[config.mk]
export PLATFORM = sky130hd
export DESIGN_NAME = glyph_render
export DESIGN_NICKNAME = d
export VERILOG_FILES = /design/src/design/tenyr_video_pkg.sv /design/src/design/glyph_render.sv
export SDC_FILE = /design/constraint.sdc
export NUM_CORES = 1
export LEC_CHECK = 0
export ABC_AREA = 1
export BUFFER_PORTS_ARGS = -buffer_cell sky130_fd_sc_hd__buf_2
export CAP_MARGIN = 20
export CORE_UTILIZATION = 37
export CTS_CLUSTER_SIZE = 40
export DETAILED_ROUTE_END_ITERATION = 6
export PLACE_DENSITY = 0.83
export SYNTH_ARGS = -nofsm -noshare
export SYNTH_HDL_FRONTEND = slang
export SYNTH_SLANG_ARGS = --single-unit
[constraint.sdc]
create_clock -name clk -period 2.75 [get_ports clk]
set_input_delay 0.275 -clock clk [delete_from_list [all_inputs] [get_ports clk]]
set_output_delay 0.275 -clock clk [all_outputs]
set_load 0.02 [all_outputs]
[src/design/tenyr_video_pkg.sv]
package tenyr_video_pkg;

    localparam int bus_width = 32;

    // Memory map.
    localparam logic [bus_width-1:0] seg7_addr  = 32'h0000_0100;
    localparam logic [bus_width-1:0] video_addr = 32'h0000_0200;
    localparam logic [bus_width-1:0] text_base  = video_addr + 32'h10;

    // Control register fields.
    localparam int ctl_display_bit = 0;
    localparam int ctl_cursor_bit  = 1;
    localparam int ctl_fg_lsb      = 2;
    localparam int ctl_bg_lsb      = 5;
    // Display on, cursor on, white on black.
    localparam logic [7:0] ctl_default = 8'b000_111_11;

    localparam int glyph_rows  = 8;
    localparam int glyph_cols  = 8;
    // Width of the raster pixel and line coordinates.
    localparam int coord_width = 12;

endpackage

[src/design/glyph_render.sv]
`timescale 1ns/100ps

module glyph_render (
    input  logic       clk,
    input  logic       reset,
    input  logic [7:0] char_code,
    input  logic [2:0] glyph_row,
    input  logic [2:0] glyph_col,
    input  logic [7:0] cell_x,
    input  logic [7:0] cell_y,
    input  logic       active,
    input  logic       hsync,
    input  logic       vsync,
    input  logic [7:0] font_row,
    input  logic [7:0] ctl,
    input  logic [7:0] cur_x,
    input  logic [7:0] cur_y,
    output logic [5:0] font_addr,
    output logic       red,
    output logic       green,
    output logic       blue,
    output logic       hsync_out,
    output logic       vsync_out
);
    import tenyr_video_pkg::*;

    logic [2:0] col_q;
    logic       cursor_q;
    logic       active_q;
    logic       hsync_q;
    logic       vsync_q;
    logic       pixel;
    logic [2:0] rgb;

    assign font_addr = {char_code[2:0], glyph_row};

    // Side signals wait here while the ROM is read.
    always_ff @(posedge clk) begin
        col_q    <= glyph_col;
        cursor_q <= (cell_x == cur_x) && (cell_y == cur_y);
    end

    always_ff @(posedge clk) begin
        if (reset) begin
            active_q <= 1'b0;
            hsync_q  <= 1'b1;
            vsync_q  <= 1'b1;
        end else begin
            active_q <= active;
            hsync_q  <= hsync;
            vsync_q  <= vsync;
        end
    end

    always_comb begin
        pixel = font_row[3'd7 - col_q] ^ (cursor_q && ctl[ctl_cursor_bit]);
        rgb   = pixel ? ctl[ctl_fg_lsb +: 3] : ctl[ctl_bg_lsb +: 3];
        if (!active_q || !ctl[ctl_display_bit]) begin
            rgb = 3'b000;
        end
    end

    always_ff @(posedge clk) begin
        if (reset) begin
            {red, green, blue}     <= 3'b000;
            {hsync_out, vsync_out} <= 2'b11;
        end else begin
            {red, green, blue}     <= rgb;
            {hsync_out, vsync_out} <= {hsync_q, vsync_q};
        end
    end

endmodule

=== Yosys cells after proc, flatten, opt, wreduce, memory -nomap -nowiden ===
Cells that the tools add are included.

* Reduce and logical (&&, ||, !) cells: 6
* $lt $le $gt $ge: 1
* Mux-type cells: 3
* Eq/ne operators: 2
* $add $sub $neg: 1
* Bitwise gates (word level): 1

{| class="wikitable"
|+ Operators with widths
! kind !! count
|-
| == test 8 bit || 2
|-
| less-than comparator 3 x 4 -> 1 bit (second input constant) || 1
|-
| binary-select mux 1 bit (select 3 bit) || 1
|-
| two-way mux 3 bit || 1
|-
| subtractor 3 bit (first input constant) || 1
|-
| logical AND 1 bit || 2
|-
| zero test 1 bit || 2
|-
| OR reduction 2 bit || 1
|-
| logical OR 1 bit || 1
|-
| two-way mux 1 bit || 1
|-
| XOR 1 bit || 1
|}

* Word-level logic and storage cells: 24
* Register bits after elaboration: 12
* Bits of input ports: 67
* Output and inout port bits: 11

=== Longest topological paths before layout ===
* Depth in word-level cells: 5
* Depth in mapped cells: 9
* Gate-level depth less buffers: 9

=== Worst setup path before layout ===
No wires, ideal clock.

* Path kind: register -> register
* Start: register col_q[0]
* End: register blue
* Arrival time: 0.933 ns
* Library setup time: 0.113 ns
* Stages on the path, launching flop included: 10
* Slack: 1.704 ns
* Required time: 2.637 ns
* Period minus slack after synthesis: 1.046 ns
* Path buffers: 0
* Cell sequence: dfxtp_1 inv_2 nand2_1 nand3_2 nand3_2 nand2_2 nand2_2 nand2_2 nor2_1 nor2_1

* Longest elaborated chain between the ends: 5

{| class="wikitable"
|+ RTL lines
! item !! RTL line !! RTL
|-
| start, declared || glyph_render.sv:27 || <nowiki>logic [2:0] col_q;</nowiki>
|-
| start signal, assigned || glyph_render.sv:39 || <nowiki>col_q <= glyph_col;</nowiki>
|-
| subtractor 3 bit || glyph_render.sv:56 || <nowiki>pixel = font_row[3'd7 - col_q] ^ (cursor_q && ctl[ctl_cursor_bit]);</nowiki>
|-
| binary-select mux 1 bit (select 3 bit) || glyph_render.sv:56 ||
|-
| two-way mux 1 bit (not written as such) || glyph_render.sv:56 ||
|-
| XOR 1 bit || glyph_render.sv:56 ||
|-
| two-way mux 3 bit || glyph_render.sv:57 || <nowiki>rgb = pixel ? ctl[ctl_fg_lsb +: 3] : ctl[ctl_bg_lsb +: 3];</nowiki>
|-
| end signal, assigned || glyph_render.sv:68 || <nowiki>{red, green, blue} <= rgb;</nowiki>
|-
| end, declared || glyph_render.sv:21 || <nowiki>output logic blue,</nowiki>
|}

Every way passes these cells. The select of a mux whose other input is x is not followed.
A chain may end at the register's enable or synchronous reset.

=== Worst setup path after layout ===
Ends and elaborated chain as after synthesis.

==> impl_metrics.tcl <==
set metrics [dict create \
    rows 16 \
    gr-total-overflow 0 \
    critical-path-max-stage-delay_ns 0.40 \
    core_region_area_mm2 0.00194 \
    clock-sinks 12 \
    floorplan.io_pins 78 \
    synth_top_area_frac 0.315 \
    worst_path_dominant_cell_family "simple AND/OR/NAND/NOR gates" \
    p_total_mw 0.417 \
    insertedDiodeCount 0 \
    hpwlAfterDp_mm 1.45 \
    viasPerCell 4.33 \
    dieWidth_um 47.4 \
    cp-end-kind "flop" \
    hold_bufs_inserted_after_cts 0 \
    post_cts_buffers 0 \
    num_vias 840 \
    floorplan.die_area_mm2 0.00225 \
    yosysUniqueCellTypes 16 \
    final-max-slew-violation-count 0 \
    dr.first_iter.drc_count 3 \
    grt_max_degree 8 \
    timing.setup.critical_path_class "flop to flop" \
    worstSetupStartpointType "flop" \
    finalCritPeriodShare 0.420 \
    max_cap_violations 0 \
    worst_hold_path_type "primary input to flop" \
    drtAntennaViolNets 0 \
    fillCellCount 197 \
    antenna_violations_before_repair 0 \
    worst_skew_pair.late_latency_ns 0.26 \
    tightestPinTransition_ns 0.223 \
    max-vdd-ir-drop_v 0.000189 \
    syn-num-nets 176 \
    leakagePower_nw 0.640 \
    initial_utilization 0.393 \
    maxSlewHeadroom 0.850 \
    dieHeight_um 47.4 \
    synth_cells 109 \
    grt_use_total 0.150 \
    number_of_global_route_vias_before_repair 685 \
    cp_max_fo 5 \
    gp_congestion 0.762 \
    syn_to_final_growth_pct 42.6 \
    rsz0062_at_grt "false" \
    fmax_mhz 867 \
    crit_chain "inv_2 > nand2_1 > nand3_1 > nand3_2 > nand2_2 > nand2_2 > nand2_2 > nor2_1 > nor2_1" \
    power_density_mw_per_mm2 383 \
    required_time_at_the_endpoint_of_the_critical_path_ns 2.92 \
    cell_occurring_most_often_along_the_worst_timing_path "nand2_2" \
    synth_warnings 0 \
    ctsLongestPathBuffers 2 \
    crit_slowest_cell "dfxtp_1" \
    synth.ff_latch_count 12 \
    status "finished clean" \
    setup-tns-final_ns 0 \
    synth-seq-area-share 0.315 \
    final.setup_skew_ns 0.00387 \
    detailedRoute.firstPassIterationCount 4 \
    post_synth_main_area_contributors "dfxtp_1, inv_1, nand2_1" \
    finalHoldViolCount 0 \
    number_of_gates_resized_after_cts 0 \
    cell_at_the_root_of_the_clock_tree "clkbuf_4" \
    wl_per_cell_um 7.95 \
    cts_tree "yes" \
    cts-buffers-inserted 3 \
    critical_path.n_buffers_inverters 1 \
    synthesis.area_um2 763 \
    cts_max_level 1 \
    finalNetCount 235 \
    period_minus_slack_ns 1.15 \
    grt_first_pass_wirelength_mm 2.27 \
    clock_pin_slew_on_the_worst_setup_and_hold_paths_ns 0.07 \
    crit_arrival_ns 1.32 \
    layout-drive-gt1-share 0.479 \
    overall_routed_net_length_mm 1.54 \
    syn_area_per_cell_um2 7.00 \
    netlist.top_cell.by_area "dfxtp_1" \
    buffer_ports.inserted 60 \
    number_of_failing_setup_endpoints_in_the_final_timing_report 0 \
    detail_route.drc_violations 0 \
]
[layout make-up]
class | count | area, um2 | share of cell area
Sequential cell | 12 | 240 | 0.221
Multi-Input combinational cell | 70 | 399 | 0.367
Clock buffer | 4 | 36.3 | 0.0333
Tap cell | 27 | 33.8 | 0.0310
Timing Repair Buffer | 60 | 300 | 0.276
Inverter | 21 | 78.8 | 0.0724
[worst paths after layout]
path	start	end	slack [ns]	depth (start not counted)
worst max-delay path	col_q[0]	blue	1.60	9
worst max register to register	col_q[0]	blue	1.60	9
worst min register to register	vsync_q	vsync_out	0.41	1
worst min-delay path	glyph_col[0]	col_q[0]	0.11	1
[sequential cells by signal, summed over array words and instances, names as in the netlist]
register / count
vsync_out: 1
vsync_q: 1
col_q: 3
cursor_q: 1
red: 1
blue: 1
active_q: 1
hsync_out: 1
hsync_q: 1
green: 1
[kinds of logic after synthesis]
group | after synthesis | share of synthesized area
buf+inv | 27 | 0.162
flops | 12 | 0.315
xor+xnor | 12 | 0.138
compound gates | 1 | 0.00984
simple gates | 57 | 0.375
[worst reg2reg max path, stage by stage, from the launching register on]
cell and delay, ns:
dfxtp_1 0.40, inv_2 0.07, nand2_1 0.06, nand3_1 0.08, nand3_2 0.12, nand2_2 0.07, nand2_2 0.06, nand2_2 0.06
nor2_1 0.09, nor2_1 0.05
[per-stage QoR]
| step | worst slack, ns | std cells | util | hold WS [ns] | area (um2) |
|---|---|---|---|---|---|
| after detailed placement | 1.59 | 190 | 0.542 | 0.382 | 1050 |
| final | 1.60 | 194 | 0.561 | 0.110 | 1090 |
| after CTS | 1.58 | 194 | 0.561 | 0.0987 | 1090 |
| after global placement | 1.65 | 190 | 0.542 | 0.379 | 1050 |
| after floorplan | 1.70 | 109 | - | 0.303 | 763 |
| after global routing | 1.49 | 194 | 0.561 | 0.0911 | 1090 |
[cells in the mapped netlist, drive strengths merged]
master,n
inv,21
nand4,1
xor2,7
buf,6
o211ai,1
nor2,13
nor3,2
dfxtp,12
nand2,22
nand3,12
xnor2,5
nor4,1
or2,6
[report_power, final]
| part | internal [mW] | switching [mW] |
|---|---|---|
| clock network | 0.0804 | 0.0524 |
| logic | 0.0549 | 0.0454 |
| registers | 0.181 | 0.00308 |
[cells in the final DEF, fill, tap and decap left out]
master	n
nand2_1	18
clkbuf_4	3
dfxtp_1	12
or2_2	6
nand4_1	1
xnor2_1	5
nor4_1	1
inv_1	20
nor2_1	13
nand3_1	7
inv_2	1
clkbuf_8	1
buf_2	60
nand2_2	4
nand3_2	5
nor3_1	2
o211ai_1	1
xor2_1	7
[layer usage]
layer	up-vias	routed length, um	global-route usage	share of wire
met4	0	10	0.0857	0.0065
met3	2	148	0.0566	0.096
met1	353	536	0.121	0.35
met2	48	847	0.299	0.55
met5	-	0	0	0
li1	437	-	-	-
Power figures use the tool's default switching activity.
