==> src/design/tenyr_video_pkg.sv <==
package tenyr_video_pkg;

    localparam int bus_width = 32;

    // Memory map.
    localparam logic [bus_width-1:0] seg7_addr  = 32'h0000_0100;
    localparam logic [bus_width-1:0] video_addr = 32'h0000_0200;
    localparam logic [bus_width-1:0] text_base  = video_addr + 32'h10;

    // Control register fields.
    localparam int ctl_display_bit = 0;
    localparam int ctl_cursor_bit  = 1;
    localparam int ctl_fg_lsb      = 2;
    localparam int ctl_bg_lsb      = 5;
    // Display on, cursor on, white on black.
    localparam logic [7:0] ctl_default = 8'b000_111_11;

    localparam int glyph_rows  = 8;
    localparam int glyph_cols  = 8;
    // Width of the raster pixel and line coordinates.
    localparam int coord_width = 12;

endpackage

==> src/design/mmr_bank.sv <==
`timescale 1ns/100ps

module mmr_bank #(
    parameter int cols = 80,
    parameter int rows = 40
) (
    input  logic                                  clk,
    input  logic                                  reset,
    input  logic                                  rw,
    input  logic [tenyr_video_pkg::bus_width-1:0] addr,
    input  logic [tenyr_video_pkg::bus_width-1:0] wdata,
    output logic [tenyr_video_pkg::bus_width-1:0] rdata,
    output logic                                  text_we,
    output logic [$clog2(cols*rows)-1:0]          text_addr,
    output logic [7:0]                            text_wdata,
    input  logic [7:0]                            text_rdata,
    output logic [7:0]                            ctl,
    output logic [7:0]                            cur_x,
    output logic [7:0]                            cur_y,
    output logic [15:0]                           seg_value
);
    import tenyr_video_pkg::*;

    localparam int cells = cols * rows;

    logic [bus_width-1:0] offset;
    logic                 in_text;
    logic [bus_width-1:0] reg_next;
    logic [bus_width-1:0] reg_q;
    logic                 text_sel;

    assign offset     = addr - text_base;
    assign in_text    = (addr >= text_base) && (offset < cells);
    assign text_we    = rw && in_text;
    assign text_addr  = offset[$clog2(cells)-1:0];
    assign text_wdata = wdata[7:0];

    always_ff @(posedge clk) begin
        if (reset) begin
            ctl       <= ctl_default;
            cur_x     <= '0;
            cur_y     <= '0;
            seg_value <= '0;
        end else if (rw) begin
            case (addr)
                video_addr:          ctl       <= wdata[7:0];
                video_addr + 32'd1:  cur_x     <= wdata[7:0];
                video_addr + 32'd2:  cur_y     <= wdata[7:0];
                seg7_addr:           seg_value <= wdata[15:0];
                default: ;
            endcase
        end
    end

    always_comb begin
        reg_next = '0;
        case (addr)
            video_addr:         reg_next[7:0]  = ctl;
            video_addr + 32'd1: reg_next[7:0]  = cur_x;
            video_addr + 32'd2: reg_next[7:0]  = cur_y;
            seg7_addr:          reg_next[15:0] = seg_value;
            default: ;
        endcase
    end

    // Text data comes straight from the RAM port, already one cycle late.
    always_ff @(posedge clk) begin
        if (reset) begin
            reg_q    <= '0;
            text_sel <= 1'b0;
        end else begin
            reg_q    <= rw ? '0 : reg_next;
            text_sel <= !rw && in_text;
        end
    end

    assign rdata = text_sel ? {{(bus_width - 8){1'b0}}, text_rdata} : reg_q;

endmodule

==> config.mk <==
export PLATFORM = sky130hd
export DESIGN_NAME = mmr_bank
export DESIGN_NICKNAME = d
export VERILOG_FILES = /design/src/design/tenyr_video_pkg.sv /design/src/design/mmr_bank.sv
export SDC_FILE = /design/constraint.sdc
export NUM_CORES = 1
export LEC_CHECK = 0
export ABC_AREA = 1
export BUFFER_PORTS_ARGS = -buffer_cell sky130_fd_sc_hd__buf_2
export CORE_ASPECT_RATIO = 0.5
export CORE_MARGIN = 8
export CORE_UTILIZATION = 43
export CTS_CLUSTER_DIAMETER = 150
export DETAILED_ROUTE_END_ITERATION = 7
export PLACE_DENSITY = 0.78
export SLEW_MARGIN = 20
export SYNTH_ARGS = -nofsm -noshare
export SYNTH_HDL_FRONTEND = slang
export SYNTH_SLANG_ARGS = --single-unit
==> constraint.sdc <==
create_clock -name clk -period 2.3 [get_ports clk]
set_clock_uncertainty 0.15 [all_clocks]
set_input_delay 0.46 -clock clk [delete_from_list [all_inputs] [get_ports clk]]
set_output_delay 0.46 -clock clk [all_outputs]
set_load 0.05 [all_outputs]
# Yosys cells after proc, flatten, opt, wreduce, memory -nomap -nowiden
# Index checks and enable logic that the tools add are counted.
# Widths: inputs -> output; s select.
[op_classes]
eq_ne = 4
magnitude_cmp = 2
n_reduce_logical = 10
muxes = 2
n_bitwise = 1
addsub = 1
[op_table]
columns = ["op", "count"]
rows = [
  ["$eq 32x10->1 const B", 3],
  ["$eq 32x9->1 const B", 1],
  ["$ge 32x10->1 const B", 1],
  ["$lt 32x12->1 const B", 1],
  ["$mux 32", 1],
  ["$pmux 8 s4", 1],
  ["$sub 32x10->32 const B", 1],
  ["$reduce_and 2->1", 4],
  ["$logic_and 1x1->1", 3],
  ["$reduce_or 3->1", 1],
  ["$reduce_or 2->1", 1],
  ["$logic_not 1->1", 1],
  ["$not 1->1", 1],
]
[word_totals]
register_bits = 73
out_inout_bits = 93
wordCells = 28

# Depth between registers and ports, before layout
# Gate-level depths: netlist of run 1.
[depth]
depth_word = 4
ltp_mapped = 16
mapped_depth_nobuf = 16

# Least setup slack after synthesis of run 1
# OpenSTA, ideal clock, no wires.
[synth_path]
kind = "input-to-output"
from = "input port addr[4] (netlist bit)"
to = "output port text_we"
t_arrival_ns = 2.845
t_required_ns = 1.690
path_slack_ns = -1.155
path_stages = 14
path_buffers = 0
cell_sequence = "inv_1 -> ha_1 -> inv_1 -> nor2_2 -> nand2_1 -> nand3_1 -> nand2_1 -> nand2_1 -> nor2_1 -> nor2_1 -> nand3_1 -> nor2_1 -> nand3_1 -> nor2_1"
[synth_between]
elab_chain_cells = 4
word_cells_on_any_way = 5
[synth_rtl]
columns = ["item", "line", "source"]
rows = [
  ["start, declared", "mmr_bank.sv:10", "input logic [tenyr_video_pkg::bus_width-1:0] addr,"],
  ["$sub 32x10->32", "mmr_bank.sv:32", "assign offset = addr - text_base;"],
  ["named net text_addr[10]", "mmr_bank.sv:14", "output logic [$clog2(cols*rows)-1:0] text_addr,"],
  ["$lt 32x12->1", "mmr_bank.sv:33", "assign in_text = (addr >= text_base) && (offset < cells);"],
  ["$logic_and 1x1->1", "mmr_bank.sv:33", ""],
  ["$logic_and 1x1->1", "mmr_bank.sv:34", "assign text_we = rw && in_text;"],
  ["end, declared", "mmr_bank.sv:13", "output logic text_we,"],
]
# The timed path passes the listed nets, and every way through them passes these cells.

# Final worst setup path of run 1
[layout_path]
from = "input port addr[4] (netlist bit)"
to = "output port text_we"
[layout_between]
elab_chain_cells = 4
word_cells_on_any_way = 5
[layout_rtl]
columns = ["item", "line"]
rows = [
  ["$sub 32x10->32", "mmr_bank.sv:32"],
  ["$lt 32x12->1", "mmr_bank.sv:33"],
  ["$logic_and 1x1->1 (*)", "mmr_bank.sv:33"],
  ["$logic_and 1x1->1 (*)", "mmr_bank.sv:34"],
]
# Every way passes the cells marked *; elsewhere a longest branch is shown, timed or not.

==> results.yml, run 1 <==
status:
  status: "finished, violations left"
  violations: "setup timing"
logic_synthesis:
  synth_edf_count: 0
  seq_area_frac_synth_pct: 32.1
  synth_compound_area_share_pct: 14.0
  async_flop_share_pct: 0
  synthAdderAreaFrac_pct: 0.352
  syn_inst: 531
  synthMuxAreaShare_pct: 2.53
  ys_ff_latch: 57
  synth-xor-area-share_pct: 0.986
  netlist_area_mm2: 0.00355
  synth.avg_cell_area_um2: 6.69
  synth.most_common_cell: "nand2_1"
  synth_top_family_by_area: "simple AND/OR/NAND/NOR gates"
  synth_top_area_share_pct: 32.1
  synth_cell_type_count: 35
  synth_common_cells: "100 x nand2_1, 78 x nor2_1, 66 x inv_1"
  synth_top_area_cell: "dfxtp_1"
  ys.flop_type: "dfxtp_1"
  yosys_warnings: 0
  yosys.area_share.simple_pct: 33.9
  ys_top_cells_by_area: "dfxtp_1 32%, nand2_1 11%, nor2_1 8.2%"
timing:
  grt_setup_unrepaired: "true"
  finalHoldViolCount: 0
  period_needed_ns: 2.73
  max_clock_freq_ghz: 0.366
  finalSetupViolCount: 1
  layout_setup_ws_ns: -0.432
  final-max-slew-violation-count: 0
  fin_crit_sh_pct: 119
job:
  cap_violations: 0
worst_setup_path:
  cpPeakStageDelay_ns: 0.17
  crit_slowest_cell: "a21oi_2"
  start_kind: "primary input"
  crit_buf_inv: 5
  cp.arrival_ns: 2.12
  worstSetupPathType: "primary input to output pin"
  critical_path.cell_chain: "buf_6, clkinvlp_4, ha_4, inv_4, nor2_4, nand2_4, nand2_8, buf_6, nand4_1, a21oi_2, nand3_2, nor2_2, nand3_2, nor2_4, buf_8"
  endpoint_kind: "output pin"
  crit_required_ns: 1.69
  path_delay_family: "simple AND/OR/NAND/NOR gates"
  critPathMaxFanout: 5
cts:
  cts_max_level: 3
  clk_path_buf_depth: 2
  cts-root-buf: "clkbuf_16"
  cts_buffers: 9
  hold_buffers: 0
  cts.sinks: 57
  tritoncts: "built"
  clk_latency_ns: 0.32
  clk_pin_slew_ns: 0.05
grt:
  track_usage_pct: 19.0
  grt_pass1_wl_um: 18000
  grt_pass1_vias: 3798
  grt-ovfl-total: 0
  grt_max_degree: 33
  grt_antenna_before_repair: 0
die:
  core_area_mm2: 0.00800
  ioPinCount: 168
  num_rows: 23
  die_x_um: 145
  die_area_mm2: 0.0116
  dieHeight_um: 80.3
  initial_core_util_pct: 44.4
place:
  place_ws_ns: -0.666
  port_buffers: 135
  dpl_cell_area_mm2: 0.00462
  gp_congestion: 0.892
  dpl.hpwl_um: 8670
cells_and_area:
  fin_util_pct: 65.2
  nets: 788
  seq_area_mm2: 0.00114
  antennaDiodeCount: 0
  final_area_mm2: 0.00522
  layout-area-overhead-vs-synth_pct: 46.8
  multiInputGateArea_mm2: 0.00211
  fill_cells: 704
  drive_gt1_share_pct: 42.5
power_and_ir_drop:
  vdd_ir_drop_max_v: 0.000407
  power_uw: 2870
  power.density_mw_per_mm2: 550
  leakagePower_uw: 0.00263
drt:
  dr_total_vias: 4061
  drtPass1Iterations: 8
  antenna_left: 0
  via_per_inst: 4.90
  post-route-drc-count: 0
  routedWlPerCell_um: 14.0
  drtIter0Drc: 381
  drt-total-wl_um: 11600
worst_hold_path:
  hold_path.class: "primary input to flip-flop"
what timing repair did:
action	4_1_cts	5_1_grt
resized for setup	22	43
setup endpoints to repair	3	3
setup buffers	4	3
pin swaps	8	8
gates cloned	1	0
cells by family (layout without fill, tap and decap cells):
kind of cell | after synthesis | in the layout
AO/OA/AOI/OAI | 93 | 93
XOR/XNOR | 4 | 4
adder cells (fa/ha/maj) | 1 | 1
buffers and inverters | 115 | 285
flip-flops | 57 | 57
multiplexers | 8 | 8
other | 1 | 16
AND/OR/NAND/NOR | 252 | 253
flip-flops by register name (all words and copies together) (netlist names):
signal,cells
cur_y,8
ctl,8
text_sel,1
seg_value,16
cur_x,8
reg_q,16
metrics by stage:
step	setup TNS, ns	hold WS [ns]	std cells
2_1_floorplan	-0.582	0.438	546
6_report	-0.432	0.221	829
4_1_cts	-0.386	0.212	827
5_1_grt	-0.592	0.227	829
3_5_place_dp	-1.04	0.274	806
3_3_place_gp	-0.725	0.279	806
layer usage:
metal / vias to the layer above / global-route usage, % / wire, um
met2: 183 / 32.7 / 5640
li1: 2017 / - / -
met3: 29 / 4.79 / 1040
met4: 0 / 7.11 / 265
met5: - / 0 / 0
met1: 1832 / 22.6 / 4680
where the power goes:
part           internal (uW)  total, uW  switching [uW]
clock                    984       1400             415
combinational            158        483             325
sequential               990        990       0.0000268
placed cells by master (no fill, tap or decap), types with 3 or more instances in the layout:
cell type and instances:
a21oi_1 41, nand3_4 3, buf_6 7, dfxtp_1 57, nand2_2 12, clkbuf_8 5, nand4_1 14, nor2_1 63
conb_1 16, inv_2 7, buf_2 130, o21ai_1 18, mux2_2 8, clkbuf_16 9, buf_12 3, a21oi_2 7
buf_4 55, o21ai_0 21, nor2_2 24, nand3_2 6, nand3_1 20, inv_1 63, o211ai_1 5, nand2_4 4
nand2_1 88, nor2_4 9
final cells by class:
class | count | area share (%)
timing repair buffer | 196 | 23.3
tap | 112 | 2.68
clock inverter | 1 | 0.575
clock buffer | 15 | 5.70
inverter | 73 | 5.42
multi-input combinational | 375 | 40.4
sequential | 57 | 21.9
tightest hold or removal path, cell delays in order:
cell     delay (ns)
buf_2          0.10
inv_1          0.04
a21oi_1        0.05
final timing paths:
path	end	startpoint	slack [ns]	cells past startpoint
setup / recovery	text_we	addr[4]	-0.43	15
hold / removal	seg_value[10]	wdata[10]	0.22	3
setup reg to reg	reg_q[6]	cur_y[6]	1.30	4
hold reg to reg	reg_q[10]	seg_value[10]	0.29	2
No activity file was read; power rests on OpenSTA's default activity.
==> run 2: changes to the inputs <==
PLACE_DENSITY = 0.8   (was 0.78)
==> run 2 against run 1 <==
The flow still finishes with violations (setup timing). Count of clock-buffer cells in the layout decreased by 1. Sequential cell count did not move. Register-to-register slack better by 0.04 ns. Clock power is 16% lower. Utilization fell by 2.3 points. Critical path depth is 2 higher. First-iteration DRC count shrank 54%. Die area is the same. Critical path type unchanged. Global-route usage shrank 0.11 points. Power down 8.6%. Worst hold slack gained 0.00094 ns. Setup slack better by 0.032 ns.
==> results.yml, run 2 (synthesis gave the netlist of run 1 again) <==
cts:
  cts_buffers: 9
  cts_max_level: 3
  clk_pin_slew_ns: 0.04
  cts.sinks: 57
  clk_latency_ns: 0.32
  clk_path_buf_depth: 2
  cts-root-buf: "clkbuf_16"
  tritoncts: "built"
grt:
  grt_pass1_wl_um: 17800
  grt-ovfl-total: 0
  grt_max_degree: 33
  grt_antenna_before_repair: 0
  grt_pass1_vias: 3859
  track_usage_pct: 18.9
power_and_ir_drop:
  leakagePower_uw: 0.00258
  vdd_ir_drop_max_v: 0.000536
  power_uw: 2620
  power.density_mw_per_mm2: 521
cells_and_area:
  final_area_mm2: 0.00504
  drive_gt1_share_pct: 39.8
  stdcell_count: 826
  nets: 787
  fill_cells: 741
  reg.largest.list: "reg_q (16), seg_value (16)"
  fin_util_pct: 62.9
  antennaDiodeCount: 0
  final_common_cell: "buf_2"
  seq_area_mm2: 0.00114
  layout-area-overhead-vs-synth_pct: 41.7
  multiInputGateArea_mm2: 0.00203
  layout_common_cells: "133 x buf_2, 91 x nand2_1, 71 x nor2_1, 63 x inv_1"
drt:
  dr_total_vias: 4005
  drtIter0Drc: 177
  drtPass1Iterations: 4
  via_per_inst: 4.85
  post-route-drc-count: 0
  routedWlPerCell_um: 13.4
  antenna_left: 0
  drt-total-wl_um: 11100
status:
  violations: "setup timing"
  status: "finished, violations left"
place:
  dp_cells: 809
  port_buffers: 135
  dpl_cell_area_mm2: 0.00465
  dpl.hpwl_um: 8640
  gp_congestion: 0.907
timing:
  finalSetupTns_ns: -0.401
  relSlewSlack_pct: 66.2
  max_clock_freq_ghz: 0.370
  period_needed_ns: 2.70
  grt_setup_unrepaired: "true"
  final-max-slew-violation-count: 0
  layout_setup_ws_ns: -0.401
  max_slew.worst_pin.slew_ns: 0.506
  fin_crit_sh_pct: 117
  finalHoldViolCount: 0
  finalSetupViolCount: 1
worst_setup_path:
  crit_required_ns: 1.69
  r2r_start: "cur_y[5]"
  critPathMaxFanout: 3
  worstSetupPathType: "primary input to output pin"
  endpoint_kind: "output pin"
  cp.arrival_ns: 2.09
  startpoint: "addr[4]"
  start_kind: "primary input"
die:
  num_rows: 23
  die_x_um: 145
  core_area_mm2: 0.00800
  die_area_mm2: 0.0116
  initial_core_util_pct: 44.4
  ioPinCount: 168
  dieHeight_um: 80.3
worst_hold_path:
  hold_path.class: "primary input to flip-flop"
  hp-start: "wdata[15]"
job:
  cap_violations: 0
[run 2: cell count changes in the layout (fill, tap and decap cells not counted), moves of 3 or more]
cell / previous run / this run
nor2_1: 63 / 71
nor2_2: 24 / 17
buf_6: 7 / 1
buf_2: 130 / 133
clkbuf_8: 5 / 2
nand2_1: 88 / 91
[run 2: per-stage QoR]
stage / worst slack, ns / hold slack [ns]
global placement: -0.611 / 0.277
CTS: -0.374 / 0.218
finish: -0.401 / 0.222
detailed placement: -0.681 / 0.281
floorplan: -0.582 / 0.438
global route: -0.514 / 0.233
[run 2: worst max-delay path, cell delays in order]
cell        delay, ns
buf_2            0.11
clkinvlp_4       0.08
ha_4             0.14
inv_4            0.04
nor2_4           0.10
nand2_4          0.09
buf_4            0.15
nand3_2          0.07
nand2_4          0.05
nand2_1          0.05
nor2_1           0.04
nor2_1           0.09
nand3_1          0.09
nor2_2           0.14
nand3_2          0.13
nor2_4           0.11
buf_8            0.15
[run 2: final cells by class]
| class | count | area share (%) |
|---|---|---|
| inverter | 73 | 5.57 |
| sequential | 57 | 22.7 |
| timing repair buffer | 195 | 23.4 |
| tap | 112 | 2.78 |
| clock buffer | 14 | 5.24 |
| multi-input combinational | 375 | 40.3 |
[run 2: timing repair]
action	4_1_cts	5_1_grt
resized for setup	20	14
buffers inserted	2	0
setup endpoints to repair	2	3
hold buffers	0	0
gates cloned	1	0
pin swaps	4	1
[run 2: routing by layer]
layer	global-route usage, %	part of all wire, %	up-vias
met5	0	0	-
met4	7.42	2.1	0
met3	4.14	7.0	18
met2	34.2	49	135
met1	21.4	41	1833
li1	-	-	2019
[run 2: where the power goes]
| part | switching (uW) | leakage [uW] | internal, uW | total, uW |
|---|---|---|---|---|
| Sequential | 0.0000361 | 0.000459 | 990 | 990 |
| Combinational | 309 | 0.00199 | 149 | 459 |
| Clock | 402 | 0.000129 | 773 | 1170 |
| Total | 712 | 0.00258 | 1910 | 2620 |
[run 2: worst paths after layout]
path	end	cells after the start	slack, ns
max	text_we	17	-0.40
min	seg_value[15]	3	0.22
max reg2reg	reg_q[5]	4	1.34
min reg2reg	reg_q[15]	2	0.29
