--- src/design/tenyr_video_pkg.sv ---
package tenyr_video_pkg;

    localparam int bus_width = 32;

    // Memory map.
    localparam logic [bus_width-1:0] seg7_addr  = 32'h0000_0100;
    localparam logic [bus_width-1:0] video_addr = 32'h0000_0200;
    localparam logic [bus_width-1:0] text_base  = video_addr + 32'h10;

    // Control register fields.
    localparam int ctl_display_bit = 0;
    localparam int ctl_cursor_bit  = 1;
    localparam int ctl_fg_lsb      = 2;
    localparam int ctl_bg_lsb      = 5;
    // Display on, cursor on, white on black.
    localparam logic [7:0] ctl_default = 8'b000_111_11;

    localparam int glyph_rows  = 8;
    localparam int glyph_cols  = 8;
    // Width of the raster pixel and line coordinates.
    localparam int coord_width = 12;

endpackage

--- src/design/text_fetch.sv ---
`timescale 1ns/100ps

module text_fetch #(
    parameter int cols = 80,
    parameter int rows = 40
) (
    input  logic                                    clk,
    input  logic                                    reset,
    input  logic [tenyr_video_pkg::coord_width-1:0] px,
    input  logic [tenyr_video_pkg::coord_width-1:0] py,
    input  logic                                    active,
    input  logic                                    hsync,
    input  logic                                    vsync,
    input  logic [7:0]                              vid_char,
    output logic [$clog2(cols*rows)-1:0]            vid_addr,
    output logic [7:0]                              char_code,
    output logic [2:0]                              glyph_row,
    output logic [2:0]                              glyph_col,
    output logic [7:0]                              cell_x,
    output logic [7:0]                              cell_y,
    output logic                                    active_out,
    output logic                                    hsync_out,
    output logic                                    vsync_out
);
    import tenyr_video_pkg::*;

    localparam int aw     = $clog2(cols * rows);
    localparam int col_sh = $clog2(glyph_cols);
    localparam int row_sh = $clog2(glyph_rows);

    logic [7:0] cx;
    logic [7:0] cy;
    logic [2:0] row_q;
    logic [2:0] col_q;
    logic [7:0] cx_q;
    logic [7:0] cy_q;
    logic [2:0] ctl_q;

    assign cx = px[col_sh +: 8];
    assign cy = py[row_sh +: 8];

    // First cycle registers the cell address, second is the RAM read.
    always_ff @(posedge clk) begin
        vid_addr  <= aw'(cy * cols + cx);
        row_q     <= py[row_sh-1:0];
        col_q     <= px[col_sh-1:0];
        cx_q      <= cx;
        cy_q      <= cy;
        glyph_row <= row_q;
        glyph_col <= col_q;
        cell_x    <= cx_q;
        cell_y    <= cy_q;
    end

    always_ff @(posedge clk) begin
        if (reset) begin
            ctl_q                              <= 3'b011;
            {active_out, hsync_out, vsync_out} <= 3'b011;
        end else begin
            ctl_q                              <= {active, hsync, vsync};
            {active_out, hsync_out, vsync_out} <= ctl_q;
        end
    end

    assign char_code = vid_char;

endmodule

--- config.mk ---
export PLATFORM = sky130hd
export DESIGN_NAME = text_fetch
export DESIGN_NICKNAME = d
export VERILOG_FILES = /design/src/design/tenyr_video_pkg.sv /design/src/design/text_fetch.sv
export SDC_FILE = /design/constraint.sdc
export NUM_CORES = 1
export LEC_CHECK = 0
export BUFFER_PORTS_ARGS = -buffer_cell sky130_fd_sc_hd__buf_4
export CORE_ASPECT_RATIO = 0.6
export CORE_MARGIN = 4
export CORE_UTILIZATION = 35
export CTS_CLUSTER_SIZE = 10
export DETAILED_ROUTE_END_ITERATION = 16
export GPL_TIMING_DRIVEN = 0
export SYNTH_ARGS = -nofsm -noshare
export SYNTH_HDL_FRONTEND = slang
export SYNTH_SLANG_ARGS = --single-unit
--- constraint.sdc ---
create_clock -name clk -period 2 [get_ports clk]
set_input_delay 0.1 -clock clk [delete_from_list [all_inputs] [get_ports clk]]
set_output_delay 0.1 -clock clk [all_outputs]
set_load 0.005 [all_outputs]
After elaboration in Yosys (flattened, before gate mapping)
Index checks and enable logic that the tools add are counted.

storage, ports and cells
  input bits = 37
  bits in registers = 62
  output and inout bits = 45
  word-level logic and storage cells = 15

operators by class
  $add $sub $neg = 1
  multipliers = 1

operators by type and width
  operator             number
  $add 12x8->12        1
  $mul 8x3->8 const B  1

Logic depth before layout (Yosys ltp)
Gate-level depths: netlist of the first run.

  word-level depth = 2
  gate-level depth with buffers = 7
  gate-level depth less buffers = 7

Least setup slack after synthesis of the first run
Ideal clock, no wire load.

  kind = input -> register
  start point = in py[4] in the netlist's numbering
  end point = reg vid_addr[11]
  cell stages on the path = 7
  path buffers = 0
  required time = 1928 ps
  arrival time = 1663 ps
  setup time = 72 ps
  slack = 265 ps
  cell sequence = ha_1 -> ha_1 -> fa_1 -> nand3_1 -> o22a_1 -> nor4_4 -> xnor2_1

between the ends
  longest elaborated chain between the ends = 2

ends and longest elaborated chain
  what                    RTL line          source
  start: declaration      text_fetch.sv:10  input logic [tenyr_video_pkg::coord_width-1:0] py,
  $mul 8x3->8             text_fetch.sv:44  vid_addr <= aw'(cy * cols + cx);
  $add 12x8->12           text_fetch.sv:44
  end signal: assignment  text_fetch.sv:44
  end: declaration        text_fetch.sv:15  output logic [$clog2(cols*rows)-1:0] vid_addr,

Every way passes these cells.
A chain may end at the register's enable or synchronous reset.

Worst setup path in the final report of the first run
  start point = in py[8] in the netlist's numbering
  end point = reg vid_addr[11]

Same word-level chain as after synthesis.

==> impl_metrics.json, run 1 <==
{
  "outcome": "completed",
  "yosys_most_used_dff": "dfxtp_1",
  "clock_path_buffers": 2,
  "synth_top_area_share_pct": 67.2,
  "cp_max_fo": 4,
  "reg2regPathDepth": 1,
  "synth_edf_count": 0,
  "worstPathArrival_ns": 2.12,
  "swShare_pct": 22.0,
  "path_cells": "dlygate4sd3_1, buf_4, ha_1, ha_4, nand3_1, and3_4, nor4_4, xnor2_1",
  "timing.fmax_ghz": 0.532,
  "setup_tns_ns": 0,
  "drtIter0Drc": 8,
  "place_ws_ns": 0.0208,
  "hold_viol": 0,
  "wire_per_inst_microns": 11.4,
  "row_count": 19,
  "routed_wirelength_mm": 3.43,
  "rrSetupSlack_ns": 1.39,
  "vdd_ir_drop_max_uv": 479,
  "yosys.area.top_type": "dfxtp_1",
  "intPower_w": 0.00213,
  "worst-setup-path-type": "input pin to flop",
  "postCtsSetupBuffers": 0,
  "min_period_ns": 1.88,
  "slew-limit-headroom_pct": 71.9,
  "crit_end": "vid_addr[11]$_DFF_P_",
  "nets": 285,
  "initial_core_util_pct": 37.1,
  "dr.pass1.iters": 2,
  "cts-htree-levels": 3,
  "cts_root_buffer": "clkbuf_8",
  "synth-seq-cells": 58,
  "syn_area_per_cell_sq_um": 13.7,
  "clk_pin_slew_ns": 0.06,
  "grt_pass1_wl_mm": 5.73,
  "grt_overflow": 0,
  "grt_max_degree": 11,
  "cts_tree": "yes",
  "n_antenna_cell": 0,
  "cpMaxStageDelayCell": "dlygate4sd3_1",
  "track_usage_pct": 11.9,
  "setup_viol": 0,
  "drive_gt1_share_pct": 42.9,
  "synth_cell_type_count": 19,
  "ant_nets": 0,
  "portBuffers": 71,
  "io_pins": 82,
  "async_flop_share_pct": 0,
  "startpoint_type": "input pin",
  "r2r-end": "vsync_out$_SDFF_PP1_",
  "p_comb_share_pct": 15.8,
  "maxCapViolCount": 0,
  "holdCritStartpoint": "active",
  "place.gp.congestion": 0.778,
  "area_growth_pct": 62.1,
  "antenna_found_initial": 0,
  "coreArea_sq_um": 4660,
  "cp.required_ns": 2.24,
  "p_sw_w": 0.000603,
  "min_path_type": "input pin to flop",
  "slew_violations": 0,
  "clkLatencyLatePin_ns": 0.31,
  "startpoint": "py[8]",
  "tightest_slew_ns": 0.418,
  "ys_seq_area_share_pct": 67.2,
  "die_area_sq_um": 6160,
  "clock_sinks": 58,
  "p_seq_share_pct": 47.0,
  "skew_ns": 0.00559,
  "vias": 1197,
  "synth_area_sq_um": 1730,
  "die_y_microns": 62.4,
  "syn_inst": 126,
  "end_kind": "flop",
  "power_leakage_nw": 1.32,
  "p_clk_share_pct": 37.2,
  "cts_buffers": 9,
  "dieWidth_microns": 98.7,
  "syn_nets": 178,
  "critPathMaxStageDelay_ns": 0.53,
  "yosys_warnings": 0,
  "yosysMostFrequentCell": "dfxtp_1",
  "synthTopCellsByCount": "dfxtp_1, ha_1, buf_4, xnor2_1, inv_1",
  "rr_startpoint": "ctl_q[0]$_SDFF_PP1_",
  "viasPerCell": 3.98,
  "synth_area_leaders": "dfxtp_1, ha_1, buf_4",
  "timing.final.ws_setup_ns": 0.120,
  "grt_pass1_vias": 1291,
  "rsz0062_at_grt": "no",
  "drc": 0,
  "period_share_pct": 94.0,
  "dp_hpwl_mm": 2.44,
  "power_density_nw_per_um2": 977
}
-- critical path, delay by kind of cell --
| family | cells | cell delay (ns) |
|---|---|---|
| buf+inv | 2 | 0.67 |
| simple gates | 3 | 0.56 |
| xor+xnor | 1 | 0.16 |
| fa+ha+maj | 2 | 0.63 |
-- how the worst min path moves through the flow --
| stage | depth (start not counted) | end | slack, ns |
|---|---|---|---|
| 2_1_floorplan | 0 | col_q[0]$_DFF_P_ | 0.13 |
| 3_3_place_gp | 1 | row_q[0]$_DFF_P_ | 0.20 |
| 3_5_place_dp | 1 | col_q[0]$_DFF_P_ | 0.21 |
| 4_1_cts | 2 | vid_addr[4]$_DFF_P_ | 0.02 |
| 5_1_grt | 2 | vid_addr[4]$_DFF_P_ | 0.04 |
| 6_report | 2 | ctl_q[2]$_SDFF_PP0_ | 0.03 |
-- routing by layer --
| layer | track usage, % | vias to the layer above | share of wire [%] |
|---|---|---|---|
| met3 | 6.02 | 7 | 9.9 |
| met1 | 13.7 | 521 | 43 |
| met2 | 19.1 | 59 | 46 |
| met5 | 0 | - | 0 |
| li1 | - | 610 | - |
| met4 | 4.09 | 0 | 1.4 |
-- cell usage in the layout, fill, tap and decap left out --
| cell type | instances |
|---|---|
| xor2_1 | 2 |
| buf_4 | 83 |
| nor2_1 | 1 |
| or2_1 | 5 |
| clkbuf_8 | 10 |
| xnor2_1 | 8 |
| fa_1 | 2 |
| clkinv_4 | 1 |
| nand3_1 | 2 |
| dfxtp_1 | 58 |
| inv_1 | 7 |
| o21ai_1 | 1 |
| and3_4 | 1 |
| nand2_1 | 1 |
| clkinv_2 | 3 |
| ha_4 | 1 |
| a21oi_1 | 4 |
| ha_1 | 12 |
| o22a_1 | 1 |
| a21o_1 | 1 |
| nor4_4 | 1 |
| clkbuf_1 | 1 |
| bufinv_16 | 1 |
| a211oi_1 | 1 |
| a21oi_2 | 1 |
| nor2b_1 | 4 |
| dlygate4sd3_1 | 25 |
-- power by group through the flow --
| stage | clock [W] | sequential (W) | combinational (W) |
|---|---|---|---|
| global route | 0.00111 | 0.00130 | 0.000478 |
| floorplan | 0 | 0.00132 | 0.000172 |
| global placement | 0 | 0.00131 | 0.000386 |
| finish | 0.00102 | 0.00129 | 0.000432 |
| detailed placement | 0 | 0.00131 | 0.000386 |
| CTS | 0.00105 | 0.00129 | 0.000430 |
-- flip-flops by register name, indices dropped and copies added (netlist names), 3 cells and up --
name / count
cx_q: 8
ctl_q: 3
cell_y: 8
vid_addr: 8
glyph_col: 3
col_q: 3
glyph_row: 3
row_q: 3
cell_x: 8
cy_q: 8
-- metrics by stage --
stage	utilization, %	power, W	hold WS, ns	cells	instance area (sq um)
floorplan	-	0.00149	0.128	126	1730
global placement	50.2	0.00169	0.204	260	2340
detailed placement	50.2	0.00170	0.206	260	2340
CTS	59.8	0.00277	0.0181	301	2790
global route	60.1	0.00289	0.0373	301	2800
finish	60.1	0.00274	0.0252	301	2800
-- what timing repair did --
item / CTS / global route
hold buffers: 25 / 0
hold endpoints to repair: 26 / 0
setup endpoints to repair: 0 / 2
resized for setup: 0 / 2
-- area by class of cell --
type,count,area [sq um]
well taps,63,78.8
plain buffers,12,90.1
fillers,406,1860
flip-flops and latches,58,1160
clock inverters,5,53.8
repair buffers,96,783
multi-input cells,49,467
clock buffers,11,141
inverters,7,26.3
-- kinds of logic after synthesis --
group,count (synthesis),share of synthesized area (%)
DFF,58,67.2
buffers and inverters,19,6.73
adders and majority gates,15,11.7
and+or+nand+nor,15,6.15
xor gates and xnor gates,10,5.07
AOI/OAI and AO/OA,9,3.11
No activity file was read; power rests on OpenSTA's default activity.
==> run 2: changes to the inputs <==
--- a/config.mk
+++ b/config.mk
@@ -7,7 +7,7 @@
 export LEC_CHECK = 0
 export BUFFER_PORTS_ARGS = -buffer_cell sky130_fd_sc_hd__buf_4
 export CORE_ASPECT_RATIO = 0.6
-export CORE_MARGIN = 4
+export CORE_MARGIN = 2
 export CORE_UTILIZATION = 35
 export CTS_CLUSTER_SIZE = 10
 export DETAILED_ROUTE_END_ITERATION = 16
==> run 2 against run 1 <==
Compared with the run above:
- sequential power barely moved
- combinational power fell by 1%
- non-clock buffer count did not move
- via count rose by 0.17%
- clock skew fell by 0.0041 ns
- sequential cell count did not move
- utilization fell by 0.27 points
- first-iteration DRC count rose by 63%
- die area fell by 10%
- routed wire length fell by 8.3%
- largest cell class unchanged
- highest routed layer is now met3
==> impl_metrics.json, run 2 (synthesis gave the netlist of run 1 again) <==
{
  "setup_viol": 0,
  "worst-setup-path-type": "input pin to flop",
  "drtIter0Drc": 13,
  "power_density_nw_per_um2": 977,
  "end_kind": "flop",
  "dr.pass1.iters": 4,
  "worstPathArrival_ns": 2.19,
  "drive_gt1_share_pct": 42.4,
  "drc": 0,
  "final_cell_mix": "buf_4, dfxtp_1, dlygate4sd3_1",
  "initial_core_util_pct": 37.1,
  "cp.required_ns": 2.25,
  "final_common_cell": "buf_4",
  "crit_end": "vid_addr[11]$_DFF_P_",
  "cts_tree": "yes",
  "swShare_pct": 21.9,
  "place.gp.congestion": 0.739,
  "place_area_sq_um": 2340,
  "place_ws_ns": 0.00478,
  "ant_nets": 0,
  "clkLatencyLatePin_ns": 0.32,
  "skew_ns": 0.00149,
  "clk_pin_slew_ns": 0.06,
  "holdCritStartpoint": "active",
  "critPathMaxStageDelay_ns": 0.53,
  "row_count": 19,
  "portBuffers": 71,
  "design_area_sq_um": 2790,
  "intPower_w": 0.00213,
  "slew_violations": 0,
  "die_y_microns": 58.4,
  "min_path_type": "input pin to flop",
  "r2r-end": "hsync_out$_SDFF_PP1_",
  "cts_root_buffer": "clkbuf_8",
  "vias": 1199,
  "path_cells": "dlygate4sd3_1, buf_4, ha_1, ha_1, nand3_1, and3_4, nor4_4, xnor2_1",
  "p_sw_w": 0.000596,
  "grt_pass1_vias": 1162,
  "worst-path-buf-inv": 2,
  "rr_startpoint": "ctl_q[1]$_SDFF_PP1_",
  "grt_pass1_wl_mm": 4.87,
  "p_clk_share_pct": 37.2,
  "clock_sinks": 58,
  "cp.depth": 8,
  "nets": 285,
  "track_usage_pct": 12.2,
  "rrSetupSlack_ns": 1.41,
  "period_share_pct": 97.1,
  "tightest_slew_ns": 0.439,
  "p_comb_share_pct": 15.6,
  "dp_hpwl_mm": 2.34,
  "area_growth_pct": 61.4,
  "cpLargestDelayFamily": "buffers and inverters",
  "coreArea_sq_um": 4660,
  "hold_viol": 0,
  "die_area_sq_um": 5530,
  "cp_max_fo": 4,
  "cts_buffers": 9,
  "dieWidth_microns": 94.7,
  "io_pins": 82,
  "clock_path_buffers": 2,
  "slew-limit-headroom_pct": 70.5,
  "startpoint_type": "input pin",
  "viasPerCell": 3.98,
  "routed_wirelength_mm": 3.14,
  "p_seq_share_pct": 47.2,
  "timing.fmax_ghz": 0.515,
  "setup_tns_ns": 0,
  "wire_per_inst_microns": 10.4,
  "cts-htree-levels": 3,
  "reg2regPathDepth": 1,
  "maxCapViolCount": 0,
  "startpoint": "py[8]",
  "holdWs_ns": 0.0272,
  "cpMaxStageDelayCell": "dlygate4sd3_1",
  "antenna_found_initial": 0,
  "grt_overflow": 0,
  "timing.final.ws_setup_ns": 0.0578,
  "path_common_cell": "ha_1",
  "rsz0062_at_grt": "no",
  "outcome": "completed",
  "vdd_ir_drop_max_uv": 438,
  "power_leakage_nw": 1.32,
  "min_period_ns": 1.94,
  "grt_max_degree": 11,
  "n_antenna_cell": 0
}
run 2: metal layers:
metal  vias to the layer above  part of all wire (%)  track usage, %  wire (microns)
met5                         -                     0               0               0
met4                         0                     0            4.35               0
met3                         0                    11            9.09             350
met2                        57                    45            17.7            1410
met1                       534                    44            14.0            1390
li1                        608                     -               -               -
run 2: layout make-up:
| cell class | instances | area, sq um |
|---|---|---|
| well taps | 63 | 78.8 |
| flip-flops and latches | 58 | 1160 |
| clock buffers | 11 | 141 |
| fillers | 404 | 1870 |
| multi-input cells | 49 | 454 |
| clock inverters | 5 | 53.8 |
| repair buffers | 96 | 783 |
| plain buffers | 12 | 90.1 |
| inverters | 7 | 26.3 |
run 2: repair_timing:
item | CTS | global route
resized for setup | 0 | 1
hold buffers | 25 | 0
buffers inserted | 0 | 0
endpoints found under the setup margin | 0 | 1
hold endpoints to repair | 29 | 0
run 2: how the worst min path moves through the flow:
| stage | slack [ns] | cells past startpoint | end |
|---|---|---|---|
| 2_1_floorplan | 0.13 | 0 | col_q[0]$_DFF_P_ |
| 3_3_place_gp | 0.20 | 1 | cx_q[0]$_DFF_P_ |
| 3_5_place_dp | 0.21 | 1 | col_q[0]$_DFF_P_ |
| 4_1_cts | 0.002 | 2 | ctl_q[2]$_SDFF_PP0_ |
| 5_1_grt | 0.009 | 2 | ctl_q[2]$_SDFF_PP0_ |
| 6_report | 0.03 | 2 | ctl_q[2]$_SDFF_PP0_ |
run 2: power groups by stage:
stage,clock network [W],registers [W],logic (W)
6_report,0.00101,0.00129,0.000426
5_1_grt,0.00113,0.00129,0.000465
4_1_cts,0.00106,0.00129,0.000431
3_5_place_dp,0,0.00131,0.000387
3_3_place_gp,0,0.00131,0.000384
2_1_floorplan,0,0.00132,0.000172
run 2: through the flow:
step	total power (W)	utilization [%]	instances
after CTS	0.00278	59.8	301
after detailed placement	0.00170	50.2	260
final	0.00272	59.9	301
after global routing	0.00289	59.9	301
after floorplan	0.00149	-	126
after global placement	0.00169	50.2	260
